==> config.mk <==
export PLATFORM = sky130hd
export DESIGN_NAME = warpLauncher
export DESIGN_NICKNAME = d
export VERILOG_FILES = /design/src/verilog/warpSchedPkg.sv /design/src/verilog/warpLauncher.sv
export VERILOG_INCLUDE_DIRS = /design/src /design/src/verilog
export SDC_FILE = /design/constraint.sdc
export NUM_CORES = 1
export LEC_CHECK = 0
export BUFFER_PORTS_ARGS = -buffer_cell sky130_fd_sc_hd__buf_2
export CORE_AREA = 10 10 47 49
export DETAILED_ROUTE_END_ITERATION = 8
export DIE_AREA = 0 0 57 59
export GPL_ROUTABILITY_DRIVEN = 0
export PLACE_DENSITY = 0.88
export SLEW_MARGIN = 10
export SYNTH_ARGS = -nofsm -noshare
export SYNTH_HDL_FRONTEND = slang
export SYNTH_SLANG_ARGS = --single-unit
export TNS_END_PERCENT = 10
==> constraint.sdc <==
create_clock -name vclk -period 1.3
set_input_delay 0.065 -clock vclk [all_inputs]
set_output_delay 0.065 -clock vclk [all_outputs]
set_load 0.05 [all_outputs]
==> src/verilog/warpSched_macros.svh <==
`ifndef WARPSCHED_MACROS_SVH
`define WARPSCHED_MACROS_SVH

// hardware warp slots, split into an even and an odd bank
`define WS_NUM_WARPS  8

// task table geometry
`define WS_TASK_DEPTH 256
`define WS_TASK_AW    8

////////////////////
// task word layout, each field runs up to the lsb of the field above it
`define WS_VALID_BIT  28
`define WS_SWID_LSB   20 // software warp id, bits 27..20
`define WS_PC_LSB     11 // start pc, bits 19..11
`define WS_MASK_LSB   3  // active mask, bits 10..3
`define WS_PAIRS_LSB  0  // register pairs, bits 2..0

// byte step of the fetch pc per granted instruction
`define WS_PC_STEP    4

`endif

==> src/verilog/warpSchedPkg.sv <==
`default_nettype none
`include "warpSched_macros.svh"

package warpSchedPkg;

    typedef logic [`WS_VALID_BIT:0] taskWord_t; // one task table entry

    // one bit per hardware slot, one-hot when it names a single warp
    typedef logic [`WS_NUM_WARPS-1:0] warpVec_t;

    typedef logic [31:0] pc_t;
    typedef logic [7:0]  mask_t;     // thread active mask
    typedef logic [7:0]  swWarpId_t;
    typedef logic [5:0]  regCount_t; // wide enough for a full budget of 32

    // a locked warp waits for its branch target from writeback
    typedef enum logic [1:0] {
        wsFree,
        wsRunning,
        wsLocked
    } warpState_e;

endpackage

`default_nettype wire

==> src/verilog/warpLauncher.sv <==
`timescale 1ns/10ps
`default_nettype none
`include "warpSched_macros.svh"

module warpLauncher #(
    parameter int BANK = 0 // 0 serves the even slots, 1 the odd slots
) (
    input  logic                     Init_Done,
    input  warpSchedPkg::taskWord_t  word,
    input  warpSchedPkg::warpVec_t   freeSlots,
    input  warpSchedPkg::regCount_t  Num_Of_AviReg,
    output warpSchedPkg::warpVec_t   proposeSlot,
    output warpSchedPkg::regCount_t  proposeRegs,
    output warpSchedPkg::swWarpId_t  proposeSwId
);

    warpSchedPkg::warpVec_t  pick;      // lowest free slot of this bank
    warpSchedPkg::regCount_t need;
    logic                    propose;

    // the entry stores register pairs, so the need is twice the field
    assign need = warpSchedPkg::regCount_t'({word[`WS_MASK_LSB-1:`WS_PAIRS_LSB], 1'b0});

    always_comb begin
        pick = '0;
        for (int k = `WS_NUM_WARPS / 2 - 1; k >= 0; k--) begin // lowest index wins, so scan down
            if (freeSlots[2 * k + BANK]) begin
                pick = '0;
                pick[2 * k + BANK] = 1'b1;
            end
        end
    end

    assign propose = Init_Done && word[`WS_VALID_BIT] && (|pick) && (need <= Num_Of_AviReg);

    assign proposeSlot = propose ? pick : '0;
    assign proposeRegs = propose ? need : '0; // zero keeps the merged count clean
    assign proposeSwId = word[`WS_VALID_BIT-1:`WS_SWID_LSB];

    // a launcher never reaches into the other bank
    always_comb begin
        assert ($onehot0(proposeSlot) &&
                (proposeSlot & (BANK != 0 ? 8'haa : 8'h55)) == proposeSlot)
            else $error("launcher proposed a slot outside its bank");
    end

endmodule

`default_nettype wire

Word level (Yosys, flattened, before mapping)
Cells that the tools add are included.
{ "word_totals": {"out_inout_bits": 22, "register_bits": 0} }
{ "classes": {"reduce_logical": 4, "magnitude_cmp": 1, "muxes": 6} }
{ "ops": {"columns": ["cell", "n"], "rows": [
  ["8-bit 2-to-1 mux", 4],
  ["8-bit OR reduction", 1],
  ["7-bit 2-to-1 mux", 1],
  ["4-bit by 6-bit <= comparator with 1-bit output", 1],
  ["4-bit 2-to-1 mux", 1],
  ["1-bit logical AND", 3]
]} }

Longest topological paths before layout
{ "logic_depth": {"word_depth": 8, "mapped_depth": 5, "mapped_depth_nobuf": 5} }

Worst setup path after synthesis
Ideal clock, no wire load.
{ "synth_path": {"path_kind": "input -> output", "startpoint": "input Num_Of_AviReg[3]", "endpoint": "output proposeSlot[2]", "path_buffers": 0, "stages": 5, "slack_ns": -1.018, "arrival_ns": 2.253, "required_ns": 1.235, "path_cell_list": "inv_1 -> ha_1 -> and4b_1 -> a2111oi_4 -> nor4bb_1"} }
{ "synth_between": {"elab_chain_len": 3} }
{ "synth_lines": {"columns": ["element", "line", "rtl"], "rows": [
  ["start, declared", "warpLauncher.sv:11", "input warpSchedPkg::regCount_t Num_Of_AviReg,"],
  ["4-bit by 6-bit <= comparator with 1-bit output", "warpLauncher.sv:34", "assign propose = Init_Done && word[`WS_VALID_BIT] && (|pick) && (need <= Num_Of_AviReg);"],
  ["1-bit logical AND", "warpLauncher.sv:34", null],
  ["8-bit 2-to-1 mux", "warpLauncher.sv:36", "assign proposeSlot = propose ? pick : '0;"],
  ["end, declared", "warpLauncher.sv:12", "output warpSchedPkg::warpVec_t proposeSlot,"]
]} }
No other way between the ends.

Final worst setup path
Ends and elaborated chain as after synthesis.

==> impl_metrics.env <==
export IMPL_seqCellArea_sq_um=0
export IMPL_grt_pass1_wl_mm=1.41
export IMPL_grt_busiest_layer="met2"
export IMPL_internal_power_uw=62.9
export IMPL_synth_top_area_share=0.372
export IMPL_maxCapViolations=0
export IMPL_pre_cts_slack_ns=-0.292
export IMPL_synth_most_common_cell="buf_4"
export IMPL_worstHoldStart="word[25]"
export IMPL_nClkBuffers=0
export IMPL_seq_cells=0
export IMPL_die_w_microns=57
export IMPL_setup_ws_ns=-0.126
export IMPL_hold_buffers=0
export IMPL_rsz0062_at_grt="true"
export IMPL_core_area_sq_um=1400
export IMPL_critical_path_cell_chain="buf_2 -> inv_1 -> ha_4 -> and4b_1 -> a2111oi_4 -> buf_6 -> nor4bb_4 -> buf_6"
export IMPL_clock_power_share=0
export IMPL_seq_area_frac_synth=0
export IMPL_final_util=0.326
export IMPL_grtUsageMet3=0.0193
export IMPL_critPathArrivalTime_ns=1.36
export IMPL_seqPwrFrac=0
export IMPL_nFillCells=156
export IMPL_use_met1=0.0407
export IMPL_cp_max_fo=7
export IMPL_peakVddDrop_uv=85.9
export IMPL_via_per_inst=4.19
export IMPL_fin_area_sq_um=457
export IMPL_met2_usage=0.102
export IMPL_fmax_mhz=701
export IMPL_vias=314
export IMPL_diodes=0
export IMPL_die_area_sq_um=3360
export IMPL_grt_usage=0.0472
export IMPL_totalWireLength_microns=912
export IMPL_fin_crit_sh=1.10
export IMPL_drcViolationCount=0
export IMPL_placed_area_sq_um=384
export IMPL_area_delta_synth_final_pct=50.8
export IMPL_drt_pass1_iter_count=2
export IMPL_post_cts_buffers=0
export IMPL_grt_pass1_vias=346
export IMPL_leakagePower_nw=0.233
export IMPL_antenna_found_initial=0
export IMPL_hp_class="input pin to primary output"
export IMPL_grt_start_max_net_pins=8
export IMPL_fin_nets=108
export IMPL_synth_top_area_cell="buf_4"
export IMPL_start_util=0.216
export IMPL_critical_path_class="input pin to primary output"
export IMPL_synth_cell_types=15
export IMPL_overflow=0
export IMPL_switchingPower_uw=113
export IMPL_cp_start_kind="input pin"
export IMPL_die_h_microns=59
export IMPL_worst_setup_path_end_kind="primary output"
export IMPL_dp_cells=75
export IMPL_hold_viol_final=0
export IMPL_period_needed_ns=1.43
export IMPL_avgSynthCellArea_sq_um=7.04
export IMPL_worstPathRequired_ns=1.24
export IMPL_routedWlPerCell_microns=12.2
export IMPL_drive_above_1_share=0.525
export IMPL_num_io_pins=66
export IMPL_syn_inst=43
export IMPL_netlist_area_sq_um=303
export IMPL_finalMaxSlewViolations=0
export IMPL_multiInputGateArea_sq_um=238
export IMPL_placementRows=14
export IMPL_ant_nets=0
export IMPL_yosys_warnings=0
export IMPL_status="finished, violations left"
export IMPL_slowest_delay_ns=0.27
export IMPL_synth_area_top_cells="buf_4 (37%), ha_1 (12%), a2111oi_4 (9.1%)"
export IMPL_cpMaxStageDelayCell="ha_4"
export IMPL_drtIter0Drc=4
export IMPL_synth_cells_most_frequent="buf_4 (15), nor2_1 (7), nand3_1 (5)"
export IMPL_comb_power_share=1.000
export IMPL_cp_common_cell="buf_6"
export IMPL_switching_share=0.643
export IMPL_violations="setup timing"
export IMPL_power_density_nw_per_um2=386
export IMPL_worstSetupStartpoint="Num_Of_AviReg[3]"
export IMPL_io_buffers=22
export IMPL_setup_violations=7
export IMPL_fin_cells=75
final cells by class:
cell class,instances,share of cell area
Multi-Input combinational cell,30,0.521
Timing Repair Buffer,26,0.411
Tap cell,16,0.0438
Inverter,3,0.0247
per-layer routing:
layer | wire length [microns] | up-vias
met1 | 283 | 140
met3 | 107 | 0
met5 | 0 | -
met4 | 0 | 0
li1 | - | 157
met2 | 521 | 17
metrics by stage:
| stage | hold WS [ns] | total power, mW | TNS, ns |
|---|---|---|---|
| after detailed placement | 0.130 | 0.158 | -1.25 |
| after CTS | 0.130 | 0.172 | -0.649 |
| final | 0.130 | 0.176 | -0.353 |
| after global routing | 0.130 | 0.189 | -0.857 |
| after floorplan | 0.197 | 0.192 | -1.04 |
| after global placement | 0.130 | 0.154 | -1.00 |
cell usage in the layout (no fill, tap or decap):
| cell type | instances |
|---|---|
| a2111oi_4 | 1 |
| and2_1 | 1 |
| conb_1 | 7 |
| inv_1 | 3 |
| and4b_1 | 1 |
| nand2_1 | 1 |
| nand4b_1 | 1 |
| ha_1 | 1 |
| a21oi_2 | 1 |
| or4_1 | 1 |
| nor4bb_4 | 1 |
| nor2_1 | 7 |
| buf_4 | 3 |
| ha_4 | 2 |
| buf_2 | 15 |
| nand3_1 | 5 |
| buf_6 | 8 |
worst paths after layout:
kind,to,slack (ns),depth (start not counted)
setup / recovery,proposeSlot[2],-0.13,8
hold / removal,proposeSwId[5],0.13,0
cell families (layout without fill, tap and decap cells):
| kind of cell | Yosys count | in the layout | share of synthesized area |
|---|---|---|---|
| buffers and inverters | 19 | 29 | 0.421 |
| adder cells (fa/ha/maj) | 3 | 3 | 0.124 |
| other | 1 | 7 | 0.0124 |
| AND/OR/NAND/NOR | 18 | 18 | 0.322 |
| AO/OA/AOI/OAI | 2 | 2 | 0.120 |
repair_timing:
| action | 4_1_cts | 5_1_grt |
|---|---|---|
| cloned | 0 | 0 |
| resized for setup | 15 | 2 |
| pin swaps | 1 | 1 |
| hold endpoints to repair | 0 | 0 |
| endpoints found under the setup margin | 7 | 7 |
power by group through the flow:
stage / clock (mW) / combinational (mW) / sequential (mW)
2_1_floorplan: 0 / 0.192 / 0
3_3_place_gp: 0 / 0.154 / 0
3_5_place_dp: 0 / 0.158 / 0
4_1_cts: 0 / 0.172 / 0
5_1_grt: 0 / 0.189 / 0
6_report: 0 / 0.176 / 0
critical path: cells and delay by family:
family	cells	cell delay (ns)
AND/OR/NAND/NOR	2	0.51
buffers and inverters	4	0.47
adder cells (fa/ha/maj)	1	0.27
AO/OA/AOI/OAI	1	0.05
Power figures use the tool's default switching activity.
