**src/verilog/warpSched_macros.svh**
```systemverilog
`ifndef WARPSCHED_MACROS_SVH
`define WARPSCHED_MACROS_SVH

// hardware warp slots, split into an even and an odd bank
`define WS_NUM_WARPS  8

// task table geometry
`define WS_TASK_DEPTH 256
`define WS_TASK_AW    8

////////////////////
// task word layout, each field runs up to the lsb of the field above it
`define WS_VALID_BIT  28
`define WS_SWID_LSB   20 // software warp id, bits 27..20
`define WS_PC_LSB     11 // start pc, bits 19..11
`define WS_MASK_LSB   3  // active mask, bits 10..3
`define WS_PAIRS_LSB  0  // register pairs, bits 2..0

// byte step of the fetch pc per granted instruction
`define WS_PC_STEP    4

`endif

```
**src/verilog/warpSchedPkg.sv**
```systemverilog
`default_nettype none
`include "warpSched_macros.svh"

package warpSchedPkg;

    typedef logic [`WS_VALID_BIT:0] taskWord_t; // one task table entry

    // one bit per hardware slot, one-hot when it names a single warp
    typedef logic [`WS_NUM_WARPS-1:0] warpVec_t;

    typedef logic [31:0] pc_t;
    typedef logic [7:0]  mask_t;     // thread active mask
    typedef logic [7:0]  swWarpId_t;
    typedef logic [5:0]  regCount_t; // wide enough for a full budget of 32

    // a locked warp waits for its branch target from writeback
    typedef enum logic [1:0] {
        wsFree,
        wsRunning,
        wsLocked
    } warpState_e;

endpackage

`default_nettype wire

```
**src/verilog/fetchArbiter.sv**
```systemverilog
`timescale 1ns/10ps
`default_nettype none
`include "warpSched_macros.svh"

module fetchArbiter (
    input  logic                    Ram_clk,
    input  logic                    rst_n,
    input  warpSchedPkg::warpVec_t  request,
    input  warpSchedPkg::pc_t       slotPc [`WS_NUM_WARPS],
    input  warpSchedPkg::mask_t     slotMask [`WS_NUM_WARPS],
    output warpSchedPkg::warpVec_t  grant0,
    output warpSchedPkg::warpVec_t  grant1,
    output warpSchedPkg::warpVec_t  WS_IF_WarpID0,
    output warpSchedPkg::warpVec_t  WS_IF_WarpID1,
    output warpSchedPkg::pc_t       WS_IF_PC_Warp0,
    output warpSchedPkg::pc_t       WS_IF_PC_Warp1,
    output warpSchedPkg::pc_t       WS_IF_PC0_Plus4,
    output warpSchedPkg::pc_t       WS_IF_PC1_Plus4,
    output warpSchedPkg::mask_t     WS_IF_Active_Mask0,
    output warpSchedPkg::mask_t     WS_IF_Active_Mask1
);

    logic [2:0] ptr, nextPtr; // slot with the highest priority this cycle

    // walk once round from the pointer, the first two requesters win
    always_comb begin
        logic [2:0] idx;
        grant0  = '0;
        grant1  = '0;
        nextPtr = ptr;
        for (int k = 0; k < `WS_NUM_WARPS; k++) begin
            idx = ptr + 3'(k);
            if (request[idx] && grant0 == '0) begin
                grant0[idx] = 1'b1;
                nextPtr     = idx + 3'd1;
            end else if (request[idx] && grant1 == '0) begin
                grant1[idx] = 1'b1;
                nextPtr     = idx + 3'd1; // past the second grant
            end
        end
    end

    always_ff @(posedge Ram_clk or negedge rst_n) begin
        if (!rst_n) ptr <= 3'd0;
        else        ptr <= nextPtr; // unchanged when nobody asks
    end

    ////////////////////
    // fetch mux, an all-zero id tells fetch there is nothing to do
    always_comb begin
        WS_IF_PC_Warp0     = '0;
        WS_IF_PC_Warp1     = '0;
        WS_IF_Active_Mask0 = '0;
        WS_IF_Active_Mask1 = '0;
        for (int i = 0; i < `WS_NUM_WARPS; i++) begin
            if (grant0[i]) begin
                WS_IF_PC_Warp0     = slotPc[i];
                WS_IF_Active_Mask0 = slotMask[i];
            end
            if (grant1[i]) begin
                WS_IF_PC_Warp1     = slotPc[i];
                WS_IF_Active_Mask1 = slotMask[i];
            end
        end
    end

    assign WS_IF_WarpID0   = grant0;
    assign WS_IF_WarpID1   = grant1;
    assign WS_IF_PC0_Plus4 = WS_IF_PC_Warp0 + `WS_PC_STEP;
    assign WS_IF_PC1_Plus4 = WS_IF_PC_Warp1 + `WS_PC_STEP;

    // both fetch lanes must carry different warps
    grantsDisjoint: assert property (@(posedge Ram_clk) disable iff (!rst_n)
        (grant0 & grant1) == '0)
        else $error("fetch grants overlap");

endmodule

`default_nettype wire

```
**config.mk**
```make
export PLATFORM = sky130hd
export DESIGN_NAME = fetchArbiter
export DESIGN_NICKNAME = d
export VERILOG_FILES = /design/src/verilog/warpSchedPkg.sv /design/src/verilog/fetchArbiter.sv
export VERILOG_INCLUDE_DIRS = /design/src /design/src/verilog
export SDC_FILE = /design/constraint.sdc
export NUM_CORES = 1
export LEC_CHECK = 0
export ABC_AREA = 1
export BUFFER_PORTS_ARGS = -buffer_cell sky130_fd_sc_hd__buf_2
export CAP_MARGIN = 5
export CELL_PAD_IN_SITES_DETAIL_PLACEMENT = 0
export CELL_PAD_IN_SITES_GLOBAL_PLACEMENT = 1
export CORE_ASPECT_RATIO = 2
export CORE_MARGIN = 10
export CORE_UTILIZATION = 30
export CTS_BUF_LIST = sky130_fd_sc_hd__clkbuf_4 sky130_fd_sc_hd__clkbuf_8
export CTS_CLUSTER_SIZE = 20
export DETAILED_ROUTE_END_ITERATION = 8
export PLACE_DENSITY_LB_ADDON = 0.2
export SYNTH_ARGS = -nofsm -noshare
export SYNTH_HDL_FRONTEND = slang
export SYNTH_SLANG_ARGS = --single-unit
```
**constraint.sdc**
```tcl
create_clock -name Ram_clk -period 7.6 [get_ports Ram_clk]
set_input_delay 0.38 -clock Ram_clk [delete_from_list [all_inputs] [get_ports Ram_clk]]
set_output_delay 0.38 -clock Ram_clk [all_outputs]
set_load 0.03 [all_outputs]
```
## Word level (Yosys, flattened, before mapping)

Index checks and enable logic that the tools add are counted.

- Bits in registers: 3
- Memory bits (writable): 0
- Bits in read-only memories: 0
- Output and inout bits: 176
- Word-level logic and storage cells: 186
- Memories: 0
- Input port bits: 330
- Bits in latches: 0

- Bitwise gates (word level): 14
- Mux-type cells: 102
- Eq/ne operators: 0
- Div/mod/pow operators: 0
- Shifts and indexed selects: 0
- Multiply operators: 0
- Add/sub/neg operators: 16
- $lt $le $gt $ge: 16
- Reduce and logical (&&, ||, !) cells: 37

Operator list:

| cell | count |
|---|---|
| 32-bit 2-to-1 mux | 16 |
| 8-bit 2-to-1 mux | 39 |
| 8-bit logical NOT | 14 |
| 8-bit bitwise OR | 14 |
| 32-bit by 3-bit adder with 32-bit output, second input constant | 2 |
| 3-bit 2-to-1 mux | 15 |
| 3-bit by 4-bit < comparator with 1-bit output, second input constant | 8 |
| 3-bit by 1-bit adder with 3-bit output, second input constant | 8 |
| 1-bit binary-select mux with 3-bit select | 8 |
| 1-bit demux with 3-bit select | 8 |
| 3-bit by 1-bit greater-or-equal comparator with 1-bit output, second input constant | 8 |
| 1-bit logical AND | 22 |
| 1-bit 2-to-1 mux | 16 |
| 15-bit nonzero test | 1 |
| 3-bit adder, second input constant | 4 |
| 3-bit by 2-bit adder with 3-bit output, second input constant | 2 |

## Logic depth before layout (Yosys ltp)

Gate-level depths: netlist (run 1).

- Word-level depth: 43
- Gate-level depth with buffers: 63
- Mapped depth without buffers: 58

## Worst setup path before layout (run 1)

OpenSTA, ideal clock, no wires.

- Kind: register -> output
- Start: register ptr[1]
- End: output port WS_IF_PC1_Plus4[18]
- Required time: 7,220 ps
- Buffers on the path: 4
- Cell stages (with the launch flop): 55
- Arrival time: 7,067 ps
- Path slack: 153 ps
- Path through: dfrtp_1 inv_1 ha_1 buf_2 inv_2 nand3_1 nand2_1 nand2_1 nand2_2 inv_2 buf_6 nand4_1 nand2_1 nor2_1 nand2_1 nor2_4 nand3_1 nand2_1 [19 not listed] nand3_2 nor2_4 nand2_4 o21bai_4 inv_2 buf_2 nor2_1 nor2_1 nand2_1 nand2_1 a21oi_2 inv_2 ha_1 nand3_2 inv_2 nand2_1 nor2_1 xor2_1

- Longest elaborated chain between the ends: 43
- Elaborated cells between the ends (all ways): 135
- Classes of those cells: 8 x add/sub; 16 x order compare; 62 x mux; 13 x bitwise; 36 x reduce/logical

RTL lines:

| item | line | text |
|---|---|---|
| start, declared | fetchArbiter.sv:23 | `logic [2:0] ptr, nextPtr;` |
| start signal, assigned | fetchArbiter.sv:45 | `else ptr <= nextPtr;` |
| 3-bit by 4-bit < comparator with 1-bit output (implied by the code) / 3-bit by 1-bit greater-or-equal comparator with 1-bit output (equally long branches) | fetchArbiter.sv:34, fetchArbiter.sv:37 |  |
| 1-bit logical AND (implied by the code) | fetchArbiter.sv:34, fetchArbiter.sv:37 |  |
| 1-bit 2-to-1 mux (implied by the code) | fetchArbiter.sv:34, fetchArbiter.sv:37 |  |
| 1-bit demux with 3-bit select | fetchArbiter.sv:34, fetchArbiter.sv:37 |  |
| 8-bit 2-to-1 mux | fetchArbiter.sv:33, fetchArbiter.sv:36 |  |
| 8-bit 2-to-1 mux | fetchArbiter.sv:33 | `if (request[idx] && grant0 == '0) begin` |
| 8-bit logical NOT | fetchArbiter.sv:36 | `end else if (request[idx] && grant1 == '0) begin` |
| 1-bit logical AND | fetchArbiter.sv:36 |  |
| [22 not listed] | n/a |  |
| 8-bit logical NOT | fetchArbiter.sv:36 |  |
| 1-bit logical AND | fetchArbiter.sv:36 |  |
| 8-bit 2-to-1 mux | fetchArbiter.sv:36 |  |
| 8-bit 2-to-1 mux * | fetchArbiter.sv:33 |  |
| 32-bit 2-to-1 mux (7 in a row) | fetchArbiter.sv:60 | `if (grant1[i]) begin` |
| 32-bit 2-to-1 mux * | fetchArbiter.sv:60 |  |
| via WS_IF_PC_Warp1[2] | fetchArbiter.sv:16 | `output warpSchedPkg::pc_t WS_IF_PC_Warp1,` |
| 32-bit by 3-bit adder with 32-bit output (no line) * | n/a |  |
| end, declared | fetchArbiter.sv:18 | `output warpSchedPkg::pc_t WS_IF_PC1_Plus4,` |

Mark *: on every way through the listed nets, which the timed path passes. The rest lies on a longest branch. The select of a mux whose other input is x is not followed.

## Final worst setup path (run 1)

- Start: register ptr[1]
- End: output port WS_IF_PC1_Plus4[13]

- Longest elaborated chain between the ends: 43
- Elaborated cells between the ends (all ways): 135
- Classes of those cells: 8 x add/sub; 16 x order compare; 62 x mux; 13 x bitwise; 36 x reduce/logical

RTL lines:

| item | line |
|---|---|
| 3-bit by 4-bit < comparator with 1-bit output (implied by the code) / 3-bit by 1-bit greater-or-equal comparator with 1-bit output (equally long branches) | fetchArbiter.sv:34, fetchArbiter.sv:37 |
| 1-bit logical AND (implied by the code) | fetchArbiter.sv:34, fetchArbiter.sv:37 |
| 1-bit 2-to-1 mux (implied by the code) | fetchArbiter.sv:34, fetchArbiter.sv:37 |
| 1-bit demux with 3-bit select | fetchArbiter.sv:34, fetchArbiter.sv:37 |
| 8-bit 2-to-1 mux | fetchArbiter.sv:33, fetchArbiter.sv:36 |
| 8-bit 2-to-1 mux | fetchArbiter.sv:33 |
| 8-bit logical NOT | fetchArbiter.sv:36 |
| 1-bit logical AND | fetchArbiter.sv:36 |
| [21 not listed] | n/a |
| 8-bit 2-to-1 mux | fetchArbiter.sv:33 |
| 8-bit logical NOT | fetchArbiter.sv:36 |
| 1-bit logical AND | fetchArbiter.sv:36 |
| 8-bit 2-to-1 mux | fetchArbiter.sv:36 |
| 8-bit 2-to-1 mux * | fetchArbiter.sv:33 |
| 32-bit 2-to-1 mux (7 in a row) | fetchArbiter.sv:60 |
| 32-bit 2-to-1 mux * | fetchArbiter.sv:60 |
| 32-bit by 3-bit adder with 32-bit output (no line) * | n/a |

Mark *: on every way between the ends. The rest lies on a longest branch, timed or not. The select of a mux whose other input is x is not followed.

==> results of run 1 <==
-- routing by layer --
| metal | track usage | up-vias | share of wire |
|---|---|---|---|
| met4 | 0.231 | 2 | 0.091 |
| met2 | 0.624 | 995 | 0.52 |
| met3 | 0.0489 | 336 | 0.065 |
| met1 | 0.323 | 8926 | 0.32 |
| met5 | 0 | - | 0.00018 |
| li1 | - | 9395 | - |
-- area by class of cell --
class / count / area, um^2
antenna: 18 / 45.0
clock buffer: 4 / 48.8
fill: 3990 / 17000
inverter: 211 / 825
multi-input combinational: 2073 / 10900
sequential: 3 / 75.1
tap: 454 / 568
timing repair buffer: 971 / 6940
-- worst max-delay path: cells and delay by family (launching register included) --
family,cells,cell delay [ns]
compound gates,5,0.65
simple gates,37,3.86
fa+ha+maj,1,0.18
xor+xnor,1,0.15
buf+inv,14,1.73
flops,1,0.40
-- what timing repair did --
| action | in CTS | in global routing |
|---|---|---|
| gates resized for setup | 76 | 543 |
| endpoints found under the setup margin | 74 | 127 |
| gates cloned | 1 | 8 |
| pin swaps | 13 | 147 |
| endpoints found under the hold margin | 3 | 0 |
| hold buffers | 1 | 0 |
| setup buffers | 9 | 63 |
-- worst min path at each step --
| stage | to | slack (ns) | depth (start not counted) |
|---|---|---|---|
| after floorplan | ptr[0] | 0.08 | 0 |
| after global placement | ptr[2] | 0.18 | 1 |
| after detailed placement | ptr[2] | 0.18 | 1 |
| after CTS | ptr[1] | 0.48 | 2 |
| after global routing | ptr[2] | 0.51 | 2 |
| final | ptr[1] | 0.48 | 2 |
-- cell usage after synthesis, types with 21 or more instances --
master,instances,area [um^2]
nand2_2,25,156
or2_2,21,131
buf_2,55,275
o211ai_1,22,165
nand4_1,29,181
nand2_1,916,3440
a21oi_1,245,1230
xor2_1,26,228
nor2_1,406,1520
inv_1,191,717
o21ai_1,25,125
buf_4,33,248
o21ai_0,87,435
nand3_1,157,786
clkbuf_1,44,165
-- logic make-up after synthesis --
group | after synthesis | share of synthesized area
AOI/OAI and AO/OA | 432 | 0.218
xor gates and xnor gates | 33 | 0.0261
adders and majority gates | 9 | 0.0102
buffers and inverters | 357 | 0.143
DFF | 3 | 0.00678
and+or+nand+nor | 1598 | 0.595
-- metrics by stage --
step | area (um^2) | utilization
CTS | 17000 | 0.466
global placement | 16600 | 0.455
global route | 19400 | 0.533
detailed placement | 16600 | 0.455
finish | 19400 | 0.534
floorplan | 11100 | -
==> results_dict.tcl, run 1 <==
set metrics [dict create \
    status "finished, final reports clean" \
    worstPathArrival_ns 7.22 \
    drive_above_1_share 0.434 \
    root_buffer "clkbuf_8" \
    worst-path-max-fanout 7 \
    vias 19700 \
    timing.rr.end "ptr[0]" \
    drv_cap 0 \
    grt_overflow 0 \
    hold_violations 0 \
    vias_per_cell 5.26 \
    grt_pass1_vias 19100 \
    portBuffers 505 \
    slowest_stage "dfrtp_1" \
    period_needed_ns 7.60 \
    drt_iter0_drc 1258 \
    largest_reg_flops 3 \
    cp.required_ns 7.22 \
    slowest_delay_ns 0.40 \
    worst_slew_pin_slew_ns 1.40 \
    path_class "reg2out" \
    reg_top3 "ptr: 3 flops" \
    rr_worst_depth 51 \
    antenna_found_initial 21 \
    cpMostUsedCell "nand2_1" \
    cts_buffers 3 \
    reg2reg_slack_ns 1.63 \
    pin_count 506 \
    cts_tree "yes" \
    tns_ns 0 \
    dp_hpwl_um 71200 \
    gp_congestion 1.11 \
    start_util 0.304 \
    regMostFlops "ptr" \
    drtAntennaViolNets 0 \
    final_max_slew_viol_count 0 \
    insertion_delay_ns 0.22 \
    grt_pass1_wl_um 117000 \
    setup_slack_ns 0.00440 \
    dr.pass1.iters 6 \
    relSlewSlack 0.0536 \
    rsz0062_at_grt "true" \
    fin_nets 3602 \
    synthArstFlopShare 1.00 \
    synth_edf_count 0 \
    clock_skew_ns 0.00113 \
    die_h_um 292 \
    cp-endpoint "WS_IF_PC1_Plus4[13]" \
    final_cell_mix "775 x nand2_1, 448 x buf_2, 410 x buf_4" \
    clock_sinks 3 \
    fmax_ghz 0.132 \
    clk_path_buf_depth 2 \
    path_clk_slew_ns 0.03 \
    layout.cells.most_common "nand2_1" \
    syn_nets 2771 \
    crit_path_end_kind "output pin" \
    coreArea_um2 36400 \
    dpl.cell_count 3632 \
    htreeDepth 1 \
    stdcell_count 3734 \
    ys_seq_elements 3 \
    postSynthCellCount 2432 \
    area_delta_synth_final_pct 75.7 \
    seq_area_frac_synth 0.00678 \
    syn-cell-area_um2 11100 \
    finalWirelength_um 83900 \
    dp_slack_ns -0.389 \
    synthFlopType "dfrtp_1" \
    setup_viol 0 \
    cp-start-kind "flip-flop" \
    wl_per_cell_um 22.5 \
    die_w_um 156 \
    grt_start_max_net_pins 42 \
    synth.avg_cell_area_um2 4.55 \
    hp-class "in2async" \
    grtUsageTotal 0.333 \
    period_share 0.999 \
    r2r-start "ptr[1]" \
    rows 99 \
    dieArea_um2 45400 \
    holdWs_ns 0.479 \
    crit_start "ptr[1]" \
    yosys_warnings 0 \
    synth.distinct_cells 43 \
    drc_errors 0 \
]
Power of run 1 is not shown: default switching activity piles up to over one toggle a cycle in this logic, so the estimate is an artifact.
==> run 2, diff against run 1 <==
- REMOVE_ABC_BUFFERS: not set -> 1
==> results_dict.tcl, run 2 (synthesized netlist as in run 1, its figures left out) <==
set metrics [dict create \
    clock_sinks 3 \
    fillers 3787 \
    hold_violations 0 \
    gp_congestion 1.13 \
    fmax_ghz 0.130 \
    final_util 0.588 \
    setup_viol 11 \
    insertion_delay_ns 0.23 \
    final_max_slew_viol_count 0 \
    slowest_delay_ns 0.42 \
    cp.required_ns 7.22 \
    violations "setup timing" \
    worst-path-max-fanout 8 \
    drtAntennaViolNets 0 \
    coreArea_um2 36400 \
    antenna_found_initial 27 \
    dp_hpwl_um 79700 \
    crit_path_end_kind "output pin" \
    regMostFlops "ptr" \
    status "complete, but fails checks" \
    final_area_um2 21400 \
    cpMostUsedCell "nand2_2" \
    vias_per_cell 5.49 \
    wl_per_cell_um 25.0 \
    hp-class "in2async" \
    worstPathArrival_ns 7.29 \
    drc_errors 0 \
    grt_start_max_net_pins 33 \
    start_util 0.304 \
    reg_top3 "ptr: 3 flops" \
    drt_iter0_drc 1420 \
    grt_pass1_vias 20500 \
    root_buffer "clkbuf_8" \
    place_area_um2 17300 \
    layout.cells.most_common "nand2_1" \
    tns_ns -0.254 \
    grt_pass1_wl_um 131000 \
    dr.pass1.iters 6 \
    finalWirelength_um 96900 \
    drv_cap 0 \
    rows 99 \
    dieArea_um2 45400 \
    area_delta_synth_final_pct 93.4 \
    relSlewSlack 0.316 \
    period_share 1.01 \
    cts_tree "yes" \
    fin_nets 3727 \
    final_cell_mix "741 x nand2_1, 484 x buf_4, 437 x buf_2" \
    rsz0062_at_grt "true" \
    htreeDepth 1 \
    grtUsageTotal 0.380 \
    cts_buffers 3 \
    path_clk_slew_ns 0.03 \
    path_class "reg2out" \
    slowest_stage "dfrtp_1" \
    die_w_um 156 \
    portBuffers 505 \
    grt_overflow 0 \
    vias 21300 \
    setup_slack_ns -0.0658 \
    pin_count 506 \
    largest_reg_flops 3 \
    die_h_um 292 \
    cp-start-kind "flip-flop" \
    period_needed_ns 7.67 \
    worst_slew_pin_slew_ns 1.02 \
    clk_path_buf_depth 2 \
    drive_above_1_share 0.475 \
    clock_skew_ns 0.000364 \
]
-- run 2: changes by cell type in the layout (fill, tap and decap cells not counted), sizes merged --
cell	change
clkbuf	+10
bufbuf	+1
diode	+16
inv	+1
clkinvlp	+2
buf	+112
clkinv	-1
-- run 2: area by class of cell --
cell class              instances  area (um^2)  area share
repair inverters                2         13.8    0.000643
repair buffers               1094         8340       0.390
clock buffers                   4         48.8     0.00228
multi-input cells            2073        11400       0.535
diodes                         34         85.1     0.00398
well taps                     454          568      0.0265
inverters                     211          831      0.0388
flip-flops and latches          3         76.3     0.00357
-- run 2: worst max-delay path: cells and delay by family, from the launching register on --
| kind | cells | cell delay (ns) |
|---|---|---|
| AOI/OAI and AO/OA | 2 | 0.34 |
| DFF | 1 | 0.42 |
| and+or+nand+nor | 43 | 4.19 |
| adders and majority gates | 1 | 0.29 |
| buffers and inverters | 13 | 1.58 |
| xor gates and xnor gates | 1 | 0.20 |
-- run 2: stage by stage --
step | instances | setup slack, ns | hold WS [ns]
floorplan | 2286 | -2.75 | 0.0844
global placement | 3702 | -0.471 | 0.176
detailed placement | 3702 | -0.571 | 0.177
CTS | 3732 | -0.0323 | 0.471
global route | 3864 | -0.508 | 0.495
finish | 3875 | -0.0658 | 0.472
-- run 2: repair_timing --
action / CTS / global route
pin swaps: 28 / 225
gates cloned: 2 / 10
endpoints found under the setup margin: 84 / 108
buffers inserted: 23 / 102
hold buffers: 1 / 0
hold endpoints to repair: 3 / 0
resized for setup: 105 / 700
-- run 2: worst paths after layout --
kind,startpoint,to,slack (ns),depth (start not counted)
worst max-delay path,ptr[1],WS_IF_PC1_Plus4[17],-0.07,60
worst min-delay path,rst_n,ptr[1],0.47,2
worst max register to register,ptr[1],ptr[2],1.56,47
worst min register to register,ptr[0],ptr[0],0.92,4
max in group asynchronous,rst_n,ptr[0],7.01,2
min in group Ram_clk,ptr[0],ptr[0],0.92,4
-- run 2: layer usage --
layer	global-route usage	part of all wire
met5	0	0.00014
met4	0.335	0.12
met3	0.0515	0.065
met2	0.704	0.51
met1	0.347	0.30
Power of run 2 is left out for the same reason.
==> run 3, diff against run 2 <==
- ABC_AREA: 1 -> not set
==> results_dict.tcl, run 3 <==
set metrics [dict create \
    status "finished, final reports clean" \
    final_util 0.545 \
    yosysTopAreaCell "a221oi_1" \
    grt_overflow 0 \
    cp-start-kind "flip-flop" \
    synth.avg_cell_area_um2 6.43 \
    gp_congestion 1.14 \
    final_cell_mix "531 x buf_4, 493 x buf_2, 154 x nand2_1" \
    syn-cell-area_um2 9990 \
    postSynthCellCount 1554 \
    relSlewSlack 0.259 \
    regMostFlops "ptr" \
    clock_skew_ns 0.00605 \
    grt_start_max_net_pins 45 \
    insertion_delay_ns 0.23 \
    largest_reg_flops 3 \
    slowest_stage "or4_4" \
    synthFlopType "dfrtp_1" \
    grt_pass1_wl_um 136000 \
    worst_slew_pin_slew_ns 1.10 \
    timing.rr.end "ptr[2]" \
    portBuffers 505 \
    layout.cells.most_common "buf_4" \
    worstPathArrival_ns 7.19 \
    synth_top_area_share 0.0815 \
    seq_area_frac_synth 0.00751 \
    synth.distinct_cells 107 \
    synthAdderAreaFrac 0.0113 \
    htreeDepth 1 \
    crit_start "ptr[1]" \
    crit_path_end_kind "output pin" \
    root_buffer "clkbuf_8" \
    dp_slack_ns -0.496 \
    synth_area_leaders "a221oi_1 8.2%, nand2_1 5.9%, nor2_1 5.9%" \
    synthSimpleGateAreaFrac 0.282 \
    die_w_um 149 \
    clock_sinks 3 \
    hp-class "in2async" \
    path_clk_slew_ns 0.04 \
    cp.required_ns 7.22 \
    drive_above_1_share 0.519 \
    synthArstFlopShare 1.00 \
    synth_edf_count 0 \
    cpMostUsedCell "buf_4" \
    vias_per_cell 6.52 \
    rr_worst_depth 23 \
    reg2reg_slack_ns 2.36 \
    slowest_delay_ns 0.57 \
    rows 94 \
    worst-path-max-fanout 14 \
    tns_ns 0 \
    die_h_um 278 \
    vias 19100 \
    start_util 0.303 \
    setup_viol 0 \
    synthXorXnorAreaFrac 0.0525 \
    wl_per_cell_um 33.6 \
    fin_nets 2798 \
    yosys-mux-area-fraction 0.0382 \
    area_delta_synth_final_pct 79.6 \
    reg_top3 "ptr: 3 flops" \
    final_max_slew_viol_count 0 \
    coreArea_um2 32900 \
    drv_cap 0 \
    dieArea_um2 41500 \
    pin_count 506 \
    clk_path_buf_depth 2 \
    period_share 0.996 \
    holdWs_ns 0.502 \
    cts_buffers 3 \
    rsz0062_at_grt "true" \
    cts_tree "yes" \
    antenna_found_initial 50 \
    fillers 3396 \
    hold_violations 0 \
    dr.pass1.iters 7 \
    r2r-start "ptr[2]" \
    fmax_ghz 0.132 \
    ys_seq_elements 3 \
    setup_slack_ns 0.0270 \
    drc_errors 0 \
    drt_iter0_drc 1889 \
    drtAntennaViolNets 0 \
    finalWirelength_um 98800 \
    synth-compound-area-share 0.503 \
    cp_num_buf_inv 7 \
    period_needed_ns 7.57 \
    yosys_warnings 0 \
    synth_top_cells_by_count "156 x nand2_1, 156 x nor2_1, 104 x o21ai_0" \
    grtUsageTotal 0.444 \
    crit_family "simple AND/OR/NAND/NOR gates" \
    path_class "reg2out" \
    grt_pass1_vias 19000 \
    synth_top_family_by_area "compound AO/OA/AOI/OAI gates" \
    dp_hpwl_um 81500 \
]
[run 3: worst register-to-register path, delay by kind of cell, from the launching register on]
kind / cells / cell delay [ns]
and+or+nand+nor: 10 / 2.32
AOI/OAI and AO/OA: 3 / 0.61
DFF: 1 / 0.44
adders and majority gates: 1 / 0.28
buffers and inverters: 9 / 1.52
[run 3: what timing repair did]
item | in CTS | in global routing
gates resized for setup | 72 | 133
setup buffers | 16 | 32
endpoints found under the hold margin | 3 | 0
hold buffers | 1 | 0
pin swaps | 15 | 50
endpoints found under the setup margin | 55 | 54
[run 3: layout make-up]
type                            instances  area [um^2]  share of cell area
Antenna cell                           47          118             0.00655
Clock buffer                            4         48.8             0.00272
Inverter                               51          214              0.0119
Multi-Input combinational cell       1329         9720               0.542
Sequential cell                         3         77.6             0.00432
Tap cell                              432          541              0.0301
Timing Repair Buffer                 1071         7230               0.403
[run 3: metrics by stage]
stage,instance area (um^2),cells
2_1_floorplan,9130,1383
6_report,17900,2937
4_1_cts,17000,2858
3_5_place_dp,16500,2837
3_3_place_gp,16500,2837
5_1_grt,17900,2910
[run 3: cell families (layout without fill, tap and decap cells)]
group | after synthesis | after routing
other cells | 0 | 47
simple gates | 559 | 559
xor+xnor | 59 | 59
flops | 3 | 3
buf+inv | 222 | 1126
compound gates | 673 | 673
fa+ha+maj | 9 | 9
mux | 29 | 29
[run 3: routing by layer]
| metal | wire, um | vias up | track usage |
|---|---|---|---|
| li1 | - | 7985 | - |
| met1 | 28300 | 8966 | 0.384 |
| met2 | 47700 | 1564 | 0.769 |
| met3 | 10300 | 622 | 0.141 |
| met4 | 12400 | 6 | 0.444 |
| met5 | 53 | - | 0 |
[run 3: worst max path at each step]
stage / depth (start not counted) / end / slack [ns]
after CTS: 32 / WS_IF_PC0_Plus4[28] / 0.003
after detailed placement: 27 / WS_IF_PC1_Plus4[30] / -0.50
final: 29 / WS_IF_PC0_Plus4[26] / 0.03
after global placement: 27 / WS_IF_PC1_Plus4[29] / -0.49
after global routing: 30 / WS_IF_PC0_Plus4[26] / -0.13
after floorplan: 23 / WS_IF_PC0_Plus4[28] / -6.49
Power of run 3 is left out for the same reason.
